**src/verilog/isaPkg.sv**
```systemverilog
package isaPkg;

    //////////////////////////////////////////////////////////////////////
    // Register numbers
    //////////////////////////////////////////////////////////////////////

    // Register 0 reads as zero and is never a hazard
    typedef logic [4:0] regNumT;

    localparam regNumT regZero = 5'd0;

    //////////////////////////////////////////////////////////////////////
    // Opcode and function fields
    //////////////////////////////////////////////////////////////////////

    typedef logic [5:0] opcodeT;
    typedef logic [5:0] functT;

    // Primary opcodes of the supported subset
    localparam opcodeT opSpecial = 6'b000000;
    localparam opcodeT opOri     = 6'b001101;
    localparam opcodeT opLui     = 6'b001111;
    localparam opcodeT opLw      = 6'b100011;
    localparam opcodeT opSw      = 6'b101011;
    localparam opcodeT opBeq     = 6'b000100;

    // Function codes under opSpecial
    localparam functT fnAddu = 6'b100001;
    localparam functT fnSubu = 6'b100011;
    localparam functT fnJr   = 6'b001000;

    //////////////////////////////////////////////////////////////////////
    // Instruction word layout
    //////////////////////////////////////////////////////////////////////

    // R-type view of the word
    // I-type immediates sit in rd/shamt/funct and are not needed here
    typedef struct packed {
        opcodeT     opcode;
        regNumT     rs;
        regNumT     rt;
        regNumT     rd;
        logic [4:0] shamt;
        functT      funct;
    } instrFieldsT;

endpackage

```
**src/verilog/hazardPkg.sv**
```systemverilog
package hazardPkg;

    //////////////////////////////////////////////////////////////////////
    // Timing classes
    //////////////////////////////////////////////////////////////////////

    // Tuse: stages after D until an operand is consumed
    // Tnew: cycles until a result sits in a pipeline register
    typedef logic [1:0] timeT;

    localparam timeT tuseD = 2'd0;
    localparam timeT tuseE = 2'd1;
    localparam timeT tuseM = 2'd2;

    // Stages tracked after D (E, M, W)
    localparam int numTracked = 3;

    //////////////////////////////////////////////////////////////////////
    // Hazard records
    //////////////////////////////////////////////////////////////////////

    // One instruction's record as it travels E -> M -> W
    typedef struct packed {
        isaPkg::regNumT readA1;
        isaPkg::regNumT readA2;
        isaPkg::regNumT writeA;
        logic           regWrite;
        timeT           tnew;
    } hazRecT;

    // Sources of the instruction sitting in D
    typedef struct packed {
        isaPkg::regNumT readA1;
        isaPkg::regNumT readA2;
        timeT           tuse1;
        timeT           tuse2;
    } srcInfoT;

    //////////////////////////////////////////////////////////////////////
    // Forwarding selections
    //////////////////////////////////////////////////////////////////////

    // Positional codes, nearest eligible stage first
    typedef logic [1:0] selT;

    localparam selT selNone   = 2'b00;
    localparam selT selFirst  = 2'b01;
    localparam selT selSecond = 2'b10;
    localparam selT selThird  = 2'b11;

    typedef struct packed {
        selT d1;
        selT d2;
        selT e1;
        selT e2;
        selT m;
    } fwdSelT;

endpackage

```
**src/verilog/instrDecoder.sv**
```systemverilog
module instrDecoder (
    input  logic [31:0]        instr,
    output hazardPkg::srcInfoT src,
    output hazardPkg::hazRecT  rec
);

    import isaPkg::*;
    import hazardPkg::*;

    // Tnew as seen from D, one above the value held once in E
    // The stage register takes one off on every load
    localparam timeT tnewAluFromD  = 2'd2;
    localparam timeT tnewLoadFromD = 2'd3;

    instrFieldsT fields;

    regNumT readA1;
    regNumT readA2;
    timeT   tuse1;
    timeT   tuse2;
    regNumT writeA;
    logic   regWrite;
    timeT   tnew;

    assign fields = instrFieldsT'(instr);

    //////////////////////////////////////////////////////////////////////
    // Per-opcode source and destination selection
    //////////////////////////////////////////////////////////////////////

    always_comb begin
        // Anything unrecognised behaves as a no-op
        readA1   = regZero;
        readA2   = regZero;
        tuse1    = tuseD;
        tuse2    = tuseD;
        writeA   = regZero;
        regWrite = 1'b0;
        tnew     = '0;

        case (fields.opcode)
            opSpecial: begin
                case (fields.funct)
                    fnAddu, fnSubu: begin
                        readA1   = fields.rs;
                        readA2   = fields.rt;
                        tuse1    = tuseE;
                        tuse2    = tuseE;
                        writeA   = fields.rd;
                        regWrite = 1'b1;
                        tnew     = tnewAluFromD;
                    end
                    fnJr: begin
                        // Jump target needed in D
                        readA1 = fields.rs;
                        tuse1  = tuseD;
                    end
                    default: begin
                    end
                endcase
            end
            opOri, opLui: begin
                readA1   = fields.rs;
                tuse1    = tuseE;
                writeA   = fields.rt;
                regWrite = 1'b1;
                tnew     = tnewAluFromD;
            end
            opLw: begin
                readA1   = fields.rs;
                tuse1    = tuseE;
                writeA   = fields.rt;
                regWrite = 1'b1;
                tnew     = tnewLoadFromD;
            end
            opSw: begin
                // Base used in E, store data not until M
                readA1 = fields.rs;
                readA2 = fields.rt;
                tuse1  = tuseE;
                tuse2  = tuseM;
            end
            opBeq: begin
                readA1 = fields.rs;
                readA2 = fields.rt;
                tuse1  = tuseD;
                tuse2  = tuseD;
            end
            default: begin
            end
        endcase
    end

    assign src = '{readA1: readA1, readA2: readA2, tuse1: tuse1, tuse2: tuse2};

    assign rec = '{readA1: readA1, readA2: readA2, writeA: writeA,
                   regWrite: regWrite, tnew: tnew};

    // Non-writing records must never hold up a consumer
    always_comb begin
        noWriteNoTnew: assert final (rec.regWrite || rec.tnew == '0)
            else $error("instrDecoder: tnew %0d on a non-writing record", rec.tnew);
    end

endmodule

```
**src/verilog/stageRegister.sv**
```systemverilog
module stageRegister (
    input  logic              clk,
    input  logic              rst,
    input  logic              bubble,
    input  hazardPkg::hazRecT recIn,
    output hazardPkg::hazRecT rec
);

    import hazardPkg::*;

    hazRecT aged;

    // Remaining latency relative to the stage being entered
    always_comb begin
        aged = recIn;
        if (recIn.tnew != '0) begin
            aged.tnew = recIn.tnew - 2'd1;
        end
    end

    //////////////////////////////////////////////////////////////////////
    // Record register
    //////////////////////////////////////////////////////////////////////

    always_ff @(posedge clk) begin
        if (rst) begin
            rec <= '0;
        end else if (bubble) begin
            // All-zero record is a no-op that writes nothing
            rec <= '0;
        end else begin
            rec <= aged;
        end
    end

    // The decoder may hand over 3, but once inside the pipe at most 2 remain
    tnewInRange: assert property (@(posedge clk) disable iff (rst) rec.tnew <= 2'd2)
        else $error("stageRegister: tnew %0d out of range", rec.tnew);

endmodule

```
**src/verilog/transStallController.sv**
```systemverilog
module transStallController (
    input  hazardPkg::srcInfoT src,
    input  hazardPkg::hazRecT  eRec,
    input  hazardPkg::hazRecT  mRec,
    input  hazardPkg::hazRecT  wRec,
    output hazardPkg::fwdSelT  fwdSel,
    output logic               stall
);

    import isaPkg::*;
    import hazardPkg::*;

    timeT pend1;
    timeT pend2;

    //////////////////////////////////////////////////////////////////////
    // Match helpers
    //////////////////////////////////////////////////////////////////////

    // Record writes this nonzero register
    function automatic logic writesReg(input regNumT a, input hazRecT r);
        return (a != regZero) && r.regWrite && (r.writeA == a);
    endfunction

    // Record writes this register and the value already exists
    function automatic logic readyFor(input regNumT a, input hazRecT r);
        return writesReg(a, r) && (r.tnew == '0);
    endfunction

    // D operands look at E, M, W in that order
    function automatic selT pickOfThree(input regNumT a, input hazRecT r1,
                                        input hazRecT r2, input hazRecT r3);
        if (readyFor(a, r1)) begin
            return selFirst;
        end
        if (readyFor(a, r2)) begin
            return selSecond;
        end
        if (readyFor(a, r3)) begin
            return selThird;
        end
        return selNone;
    endfunction

    // E operands look at M, then W
    function automatic selT pickOfTwo(input regNumT a, input hazRecT r1,
                                      input hazRecT r2);
        if (readyFor(a, r1)) begin
            return selFirst;
        end
        if (readyFor(a, r2)) begin
            return selSecond;
        end
        return selNone;
    endfunction

    // Tnew of the nearest record writing this register
    function automatic timeT pendingTnew(input regNumT a, input hazRecT r1,
                                         input hazRecT r2, input hazRecT r3);
        if (writesReg(a, r1)) begin
            return r1.tnew;
        end
        if (writesReg(a, r2)) begin
            return r2.tnew;
        end
        if (writesReg(a, r3)) begin
            return r3.tnew;
        end
        return '0;
    endfunction

    //////////////////////////////////////////////////////////////////////
    // Forwarding
    //////////////////////////////////////////////////////////////////////

    assign fwdSel.d1 = pickOfThree(src.readA1, eRec, mRec, wRec);
    assign fwdSel.d2 = pickOfThree(src.readA2, eRec, mRec, wRec);
    assign fwdSel.e1 = pickOfTwo(eRec.readA1, mRec, wRec);
    assign fwdSel.e2 = pickOfTwo(eRec.readA2, mRec, wRec);

    // Only the store data in M is still open
    assign fwdSel.m = readyFor(mRec.readA2, wRec) ? selFirst : selNone;

    //////////////////////////////////////////////////////////////////////
    // Stall
    //////////////////////////////////////////////////////////////////////

    assign pend1 = pendingTnew(src.readA1, eRec, mRec, wRec);
    assign pend2 = pendingTnew(src.readA2, eRec, mRec, wRec);

    // Producer too late for the point of use
    assign stall = (pend1 > src.tuse1) || (pend2 > src.tuse2);

    always_comb begin
        stallNeedsSource: assert final (!stall || src.readA1 != regZero ||
                                        src.readA2 != regZero)
            else $error("transStallController: stall without a D source");
    end

endmodule

```
**src/verilog/hazardUnit.sv**
```systemverilog
module hazardUnit (
    input  logic              clk,
    input  logic              rst,
    input  logic [31:0]       instr,
    output hazardPkg::fwdSelT fwdSel,
    output logic              stall
);

    import hazardPkg::*;

    srcInfoT decSrc;
    hazRecT  decRec;

    // Index 0 is E, 1 is M, 2 is W
    hazRecT stageIn  [numTracked];
    hazRecT stageOut [numTracked];

    logic [numTracked-1:0] bubbleReq;

    //////////////////////////////////////////////////////////////////////
    // Decode
    //////////////////////////////////////////////////////////////////////

    instrDecoder decoder0 (
        .instr (instr),
        .src   (decSrc),
        .rec   (decRec)
    );

    //////////////////////////////////////////////////////////////////////
    // Record chain
    //////////////////////////////////////////////////////////////////////

    // Only E takes bubbles, the later stages just drain
    assign bubbleReq = {{(numTracked - 1){1'b0}}, stall};

    assign stageIn[0] = decRec;

    for (genvar i = 0; i < numTracked; i++) begin : gStage
        if (i > 0) begin : gLink
            assign stageIn[i] = stageOut[i - 1];
        end

        stageRegister stage (
            .clk    (clk),
            .rst    (rst),
            .bubble (bubbleReq[i]),
            .recIn  (stageIn[i]),
            .rec    (stageOut[i])
        );
    end

    //////////////////////////////////////////////////////////////////////
    // Forwarding and stall
    //////////////////////////////////////////////////////////////////////

    transStallController ctrl0 (
        .src    (decSrc),
        .eRec   (stageOut[0]),
        .mRec   (stageOut[1]),
        .wRec   (stageOut[2]),
        .fwdSel (fwdSel),
        .stall  (stall)
    );

endmodule

```
**config.mk**
```make
export PLATFORM = sky130hd
export DESIGN_NAME = hazardUnit
export DESIGN_NICKNAME = d
export VERILOG_FILES = /design/src/verilog/isaPkg.sv /design/src/verilog/hazardPkg.sv /design/src/verilog/instrDecoder.sv /design/src/verilog/stageRegister.sv /design/src/verilog/transStallController.sv /design/src/verilog/hazardUnit.sv
export SDC_FILE = /design/constraint.sdc
export NUM_CORES = 1
export LEC_CHECK = 0
export BUFFER_PORTS_ARGS = -buffer_cell sky130_fd_sc_hd__buf_2
export CELL_PAD_IN_SITES_DETAIL_PLACEMENT = 1
export CELL_PAD_IN_SITES_GLOBAL_PLACEMENT = 2
export CORE_MARGIN = 2
export CORE_UTILIZATION = 40
export DETAILED_ROUTE_END_ITERATION = 10
export HOLD_SLACK_MARGIN = 0.03
export PLACE_DENSITY_LB_ADDON = 0.1
export SLEW_MARGIN = 20
export SYNTH_ARGS = -nofsm -noshare
export SYNTH_HDL_FRONTEND = slang
export SYNTH_HIERARCHICAL = 1
export SYNTH_SLANG_ARGS = --single-unit
export TNS_END_PERCENT = 5
```
**constraint.sdc**
```tcl
create_clock -name clk -period 10.8 [get_ports clk]
set_input_delay 0.54 -clock clk [delete_from_list [all_inputs] [get_ports clk]]
set_output_delay 0.54 -clock clk [all_outputs]
set_load 0.05 [all_outputs]
```
==> Word level (Yosys, flattened, before mapping) <==
Index checks and enable logic that the tools add are counted.
{ "totals": {"reg_bits": 39, "in_bits": 34, "output_inout_bits": 11, "elab_cells": 169} }
{ "op_classes": {"add_sub_neg": 3, "magnitude_cmp": 2, "eq_ne": 19, "mux": 79, "reduce_logical": 54} }
{ "ops": {"columns": ["cell", "count"], "rows": [
  ["2-bit two-way mux", 36],
  ["5-bit == test", 11],
  ["1-bit logical AND", 33],
  ["1-bit two-way mux", 33],
  ["5-bit case mux with 2 select lines", 3],
  ["5-bit nonzero test", 5],
  ["6-bit == test (second input constant)", 4],
  ["6-bit by 4-bit == test with 1-bit output (second input constant)", 3],
  ["5-bit two-way mux", 3],
  ["2-bit case mux with 2 select lines", 2],
  ["2-bit OR reduction", 4],
  ["6-bit by 3-bit == test with 1-bit output (second input constant)", 1],
  ["2-bit zero test", 3],
  ["6-bit zero test", 1],
  ["2-bit case mux with 3 select lines", 1],
  ["2-bit nonzero test", 3],
  ["3-bit OR reduction", 2],
  ["2-bit by 1-bit subtractor with 2-bit output (second input constant)", 3],
  ["5-bit OR reduction", 1],
  ["2-bit > comparator", 2],
  ["4-bit OR reduction", 1],
  ["1-bit case mux with 2 select lines", 1],
  ["1-bit logical OR", 1]
]} }

==> Depth between registers and ports, before layout <==
Gate-level depths: netlist (run 1).
{ "depth": {"depth_word": 17, "mapped_depth": 19, "mapped_depth_nobuf": 15} }

==> Hierarchy <==
The synthesis (run 1) kept the hierarchy.
{ "by_module_without_submodules": {"columns": ["module", "instances", "cells_per_inst", "area_per_inst_um2", "seq_area_each_um2"], "rows": [
  ["stageRegister", 3, 40, 603.1, 360.3],
  ["transStallController", 1, 151, 1063.5, 0.0],
  ["instrDecoder", 1, 53, 394.1, 0.0],
  ["hazardUnit", 1, 1, 3.8, 0.0]
]} }

==> Least setup slack after synthesis (run 1) <==
Ideal clock, no wire load.
{ "synth_path": {"path_kind": "input to register", "start": "in instr[27]", "end": "reg gStage[0].stage/rec[10] (netlist bit)", "arrival_ns": 4.389, "setup_slack_ns": 6.339, "stages": 17, "cell_sequence": "or4_4 > nor4_4 > or3_1 > and2_1 > buf_4 > xor2_2 > nor3_4 > or4b_1 > or3_1 > a21oi_2 > ha_1 > a21oi_1 > a21oi_1 > or2_2 > buf_6 > buf_8 > nor3b_2"} }
{ "synth_lines": {"columns": ["element", "line_no", "text"], "rows": [
  ["from (decl)", "hazardUnit.sv:4", "input logic [31:0] instr,"],
  ["to (signal assigned)", "stageRegister.sv:32", "rec <= aged;"],
  ["to (decl)", "stageRegister.sv:6", "output hazardPkg::hazRecT rec"]
]} }

==> impl_metrics.env, run 1 <==
export IMPL_setup_violations_final=0
export IMPL_grt_overflow=0
export IMPL_clkTransAtPathRegs_ps=80
export IMPL_cp_slowest_cell="a21boi_0"
export IMPL_seqPwrFrac_pct=47.4
export IMPL_root_buffer="clkbuf_8"
export IMPL_hold_class="reg2reg"
export IMPL_tightest_slew_ps=1020
export IMPL_rows=30
export IMPL_ctsResizeCount=0
export IMPL_grt_first_pass_wirelength_um=11200
export IMPL_drive_gt1_share_pct=26.1
export IMPL_p_sw_w=0.0000748
export IMPL_largest_reg_flops=39
export IMPL_path_buf_inv=3
export IMPL_hold_viol=0
export IMPL_viasPerCell=5.18
export IMPL_dr_pass1_iters=4
export IMPL_avgSynthCellArea_um2=9.48
export IMPL_r2r_start="gStage[2].stage/rec[4]$_SDFF_PP0_"
export IMPL_dieWidth_um=87.6
export IMPL_syn_area_mm2=0.00280
export IMPL_dp_hpwl_um=5340
export IMPL_diodes=0
export IMPL_clkPwrFrac_pct=42.6
export IMPL_timing_hold_ws_ps=513
export IMPL_start_kind="primary input"
export IMPL_p_sw_share_pct=24.4
export IMPL_p_leak_nw=1.11
export IMPL_hold_path_startpoint="gStage[0].stage/rec[2]$_SDFF_PP0_"
export IMPL_ir_drop_mv=0.0649
export IMPL_finalCritPeriodShare_pct=51.0
export IMPL_die_area_mm2=0.00768
export IMPL_cts_sinks=39
export IMPL_critPathKind="in2out"
export IMPL_cts_tree="yes"
export IMPL_worst_ep_arrival_time_ps=4970
export IMPL_antenna_left=0
export IMPL_startpoint="instr[27]"
export IMPL_grt_util_all_layers_pct=19.4
export IMPL_initial_core_util_pct=41.2
export IMPL_drc=0
export IMPL_power_frac_comb_pct=10.0
export IMPL_numCtsBuffers=5
export IMPL_end_kind="primary output"
export IMPL_slew_limit_headroom_pct=31.6
export IMPL_post_route_min_period_ps=5510
export IMPL_synth_warning_count=6
export IMPL_area_delta_synth_final_pct=5.32
export IMPL_skew_ps=4.03
export IMPL_synthCells=295
export IMPL_post_cts_repair_setup_buffers=0
export IMPL_vias=2084
export IMPL_fin_total_pwr_w=0.000306
export IMPL_drt_iter0_drc=56
export IMPL_p_per_area_mw_per_mm2=104
export IMPL_drv_slew=0
export IMPL_ioPinCount=45
export IMPL_nets=343
export IMPL_core_area_mm2=0.00679
export IMPL_die_height_um=87.6
export IMPL_p_int_w=0.000231
export IMPL_setup_tns_ps=0
export IMPL_avgRoutedWirePerCell_um=17.3
export IMPL_rsz0062_at_grt="no"
export IMPL_clock_latency_ps=290
export IMPL_path_cells="buf_2 > or4_4 > a2111o_1 > a21boi_0 > or4_1 > nor2_1 > or4_1 > a21bo_2 > o22ai_1 > ha_1 > inv_1 > a21oi_1 > a21oi_1 > or2_2 > buf_2"
export IMPL_htree_levels=2
export IMPL_wl_um=6950
export IMPL_largest_register="gStage.stage/rec"
export IMPL_cts_path_max_buffers=2
export IMPL_fmax_mhz=182
export IMPL_largestRegisters="gStage.stage/rec x39"
export IMPL_grt_pass1_vias=2099
export IMPL_crit_family="simple AND/OR/NAND/NOR gates"
export IMPL_place_port_buffers=38
export IMPL_cp_required_ps=10260
export IMPL_critPathMaxStageDelay_ps=810
export IMPL_gp_congestion=0.772
export IMPL_antenna_found_initial=0
export IMPL_grt_max_degree=40
export IMPL_outcome="finished, final reports clean"
export IMPL_cp_max_fo=19
export IMPL_drv_cap=0
export IMPL_hold_buffers=0
-- power groups by stage --
stage / Clock (W) / Combinational, W / Sequential, W
6_report: 0.000130 / 0.0000307 / 0.000145
3_5_place_dp: 0 / 0.0000306 / 0.000149
3_3_place_gp: 0 / 0.0000300 / 0.000149
2_1_floorplan: 0 / 0.0000265 / 0.000148
5_1_grt: 0.000139 / 0.0000340 / 0.000145
4_1_cts: 0.000134 / 0.0000305 / 0.000145
-- metrics by stage --
stage	util (%)	setup slack (ps)	std cells	area, um^2
3_5_place_dp	41.6	5280	394	2830
6_report	43.4	5290	402	2950
2_1_floorplan	-	6340	296	2800
4_1_cts	43.4	5280	402	2950
3_3_place_gp	41.6	5300	394	2830
5_1_grt	43.4	4980	402	2950
-- path summary, 6_finish.rpt --
kind,to,slack [ps],cells past startpoint
setup / recovery,stall,5290,15
setup reg to reg,gStage[0].stage/rec[1]$_SDFF_PP0_,7490,10
hold / removal,gStage[1].stage/rec[2]$_SDFF_PP0_,510,1
hold reg to reg,gStage[1].stage/rec[2]$_SDFF_PP0_,510,1
-- cell type report --
| type | count | area [um^2] |
|---|---|---|
| multi-input combinational | 216 | 1710 |
| sequential | 39 | 781 |
| tap | 96 | 120 |
| inverter | 4 | 15.0 |
| timing repair buffer | 39 | 198 |
| clock buffer | 6 | 82.6 |
| fill | 803 | 3850 |
| clock inverter | 2 | 38.8 |
-- layout by cell type, fill, tap and decap left out, types with 7 or more instances in the layout --
cell / instances
xnor2_1: 42
buf_2: 38
nand4_1: 8
nor2_1: 9
xor2_1: 11
a21oi_1: 7
nor3b_2: 18
nor3_1: 11
nand2_1: 11
nor3b_1: 16
dfxtp_1: 39
-- layer usage --
metal  GRT usage [%]  wire, um
met1            26.4      3310
met2            32.2      3320
met3            3.30       238
met4            4.34        83
met5               0         0
(Power assumes the default switching activity.)
==> run 2, diff against run 1 <==
ABC_AREA = 1   (was default)
CORE_UTILIZATION = 32   (was 40)
clock period = 5.4 ns   (was 10.8 ns; I/O delays follow)
==> run 2 against run 1 <==
  * Non-clock buffer count shrank 1
  * Die area is 34% higher
  * Largest cell class unchanged
  * Sequential power up 100%
  * Synthesized area grew 8.5%
  * Final area increased by 13%
  * Sequential share of layout area fell by 3.1 points
  * Register-to-register slack got worse by 4700 ps
  * Flip-flop and latch count unchanged
==> impl_metrics.env, run 2 <==
export IMPL_drv_cap=0
export IMPL_initial_core_util_pct=32.9
export IMPL_grt_first_pass_wirelength_um=14500
export IMPL_r2r_cells=17
export IMPL_end_kind="primary output"
export IMPL_grt_pass1_vias=2865
export IMPL_viasPerCell=4.43
export IMPL_finalCritPeriodShare_pct=64.5
export IMPL_r2r_start="gStage[1].stage/rec[3]$_SDFF_PP0_"
export IMPL_path_buf_inv=4
export IMPL_cp_slowest_cell="nor2_1"
export IMPL_critPathMaxStageDelay_ps=370
export IMPL_dieWidth_um=101
export IMPL_seq_area_um2=781
export IMPL_diodes=0
export IMPL_largest_reg_flops=39
export IMPL_syn_area_mm2=0.00304
export IMPL_setup_violations_final=0
export IMPL_hold_buffers=0
export IMPL_place_port_buffers=38
export IMPL_gp_congestion=0.838
export IMPL_vias=2873
export IMPL_drive_gt1_share_pct=23.7
export IMPL_drv_slew=0
export IMPL_reg2reg_to="gStage[0].stage/rec[1]$_SDFF_PP0_"
export IMPL_largest_register="gStage.stage/rec"
export IMPL_hold_path_startpoint="instr[13]"
export IMPL_post_route_min_period_ps=3480
export IMPL_timing_hold_ws_ps=300
export IMPL_dp_hpwl_um=7210
export IMPL_cts_sinks=39
export IMPL_regToRegSetupSlack_ps=2830
export IMPL_cts_tree="yes"
export IMPL_nFillCells=1253
export IMPL_grt_max_degree=19
export IMPL_nets=556
export IMPL_cp_required_ps=5130
export IMPL_cp_common_cell="nor2_1"
export IMPL_fmax_mhz=287
export IMPL_area_delta_synth_final_pct=10.1
export IMPL_p_per_area_mw_per_mm2=183
export IMPL_hold_class="in2reg"
export IMPL_cts_path_max_buffers=2
export IMPL_p_leak_nw=1.52
export IMPL_avgRoutedWirePerCell_um=13.3
export IMPL_multi_input_area_mm2=0.00166
export IMPL_holdPathEnd="gStage[0].stage/rec[5]$_SDFF_PP0_"
export IMPL_die_height_um=101
export IMPL_path_cells="buf_2 > nor2_1 > nand4_2 > nor2_8 > nor2_2 > nor2_1 > inv_1 > o211ai_1 > nor2_1 > nand2_1 > nand2_1 > nor2_1 > nor2_1 > ha_1 > inv_1 > nor2_1 > o21ai_0 > nand2_1 > buf_2"
export IMPL_clock_latency_ps=290
export IMPL_worst_ep_arrival_time_ps=3210
export IMPL_numCtsBuffers=5
export IMPL_layout_common_cells="nand2_1, inv_1, nor2_1"
export IMPL_ir_drop_mv=0.0913
export IMPL_core_area_mm2=0.00924
export IMPL_antenna_left=0
export IMPL_rsz0062_at_grt="no"
export IMPL_hold_viol=0
export IMPL_dr_pass1_iters=4
export IMPL_die_area_mm2=0.0103
export IMPL_layout_commonest_cell="nand2_1"
export IMPL_critPathKind="in2out"
export IMPL_htree_levels=2
export IMPL_setup_tns_ps=0
export IMPL_antenna_found_initial=0
export IMPL_drt_iter0_drc=88
export IMPL_outcome="finished, final reports clean"
export IMPL_post_cts_repair_setup_buffers=0
export IMPL_wl_um=8600
export IMPL_start_kind="primary input"
export IMPL_ioPinCount=45
export IMPL_ctsResizeCount=0
export IMPL_root_buffer="clkbuf_8"
export IMPL_grt_util_all_layers_pct=18.3
export IMPL_synthCells=490
export IMPL_drc=0
export IMPL_holdPathStages=5
export IMPL_grt_overflow=0
export IMPL_crit_family="simple AND/OR/NAND/NOR gates"
export IMPL_synth_warning_count=6
export IMPL_clkTransAtPathRegs_ps=80
export IMPL_skew_ps=11.5
export IMPL_cp_max_fo=8
export IMPL_rows=35
export IMPL_largestRegisters="gStage.stage/rec x39"
export IMPL_avgSynthCellArea_um2=6.20
## run 2: routing by layer
| metal | share of wire [%] | vias to the layer above | global-route usage (%) | wire (um) |
|---|---|---|---|---|
| met5 | 0 | - | 0 | 0 |
| met4 | 0.49 | 0 | 3.12 | 42 |
| met3 | 2.5 | 2 | 2.28 | 219 |
| met2 | 49 | 37 | 32.2 | 4180 |
| met1 | 48 | 1323 | 24.2 | 4160 |
| li1 | - | 1511 | - | - |
## run 2: report_power, final
part           switching (W)  internal, W  total [W]
clock network       0.000101     0.000150   0.000250
logic              0.0000475    0.0000225  0.0000701
registers         0.00000174     0.000289   0.000290
## run 2: how the worst max path moves through the flow
| stage | endpoint | start | cells after the start |
|---|---|---|---|
| after floorplan | gStage[0].stage/rec[0]$_SDFF_PP0_ | instr[29] | 24 |
| after global placement | gStage[0].stage/rec[1]$_SDFF_PP0_ | instr[2] | 21 |
| after detailed placement | gStage[0].stage/rec[1]$_SDFF_PP0_ | instr[2] | 21 |
| after CTS | stall | instr[2] | 19 |
| after global routing | stall | instr[2] | 19 |
| final | stall | instr[2] | 19 |
## run 2: per-stage QoR
step | cells | instance area [um^2] | total power (W) | util [%] | setup slack (ps)
floorplan | 491 | 3040 | 0.000352 | - | 2350
global placement | 640 | 3220 | 0.000367 | 34.9 | 1880
detailed placement | 640 | 3220 | 0.000368 | 34.9 | 1770
CTS | 648 | 3340 | 0.000619 | 36.2 | 1840
global route | 648 | 3340 | 0.000646 | 36.2 | 1500
finish | 648 | 3340 | 0.000611 | 36.2 | 1920
## run 2: worst min-delay path, cell delays in order
cell and delay, ps:
buf_2 90, nand2_1 50, o21ai_1 50, inv_1 40, nor2_1 30
## run 2: layout make-up
| cell class | count | share of cell area (%) |
|---|---|---|
| sequential | 39 | 23.4 |
| tap | 129 | 4.83 |
| clock inverter | 2 | 1.05 |
| inverter | 114 | 12.8 |
| clock buffer | 6 | 2.47 |
| timing repair buffer | 38 | 5.69 |
| multi-input combinational | 320 | 49.8 |
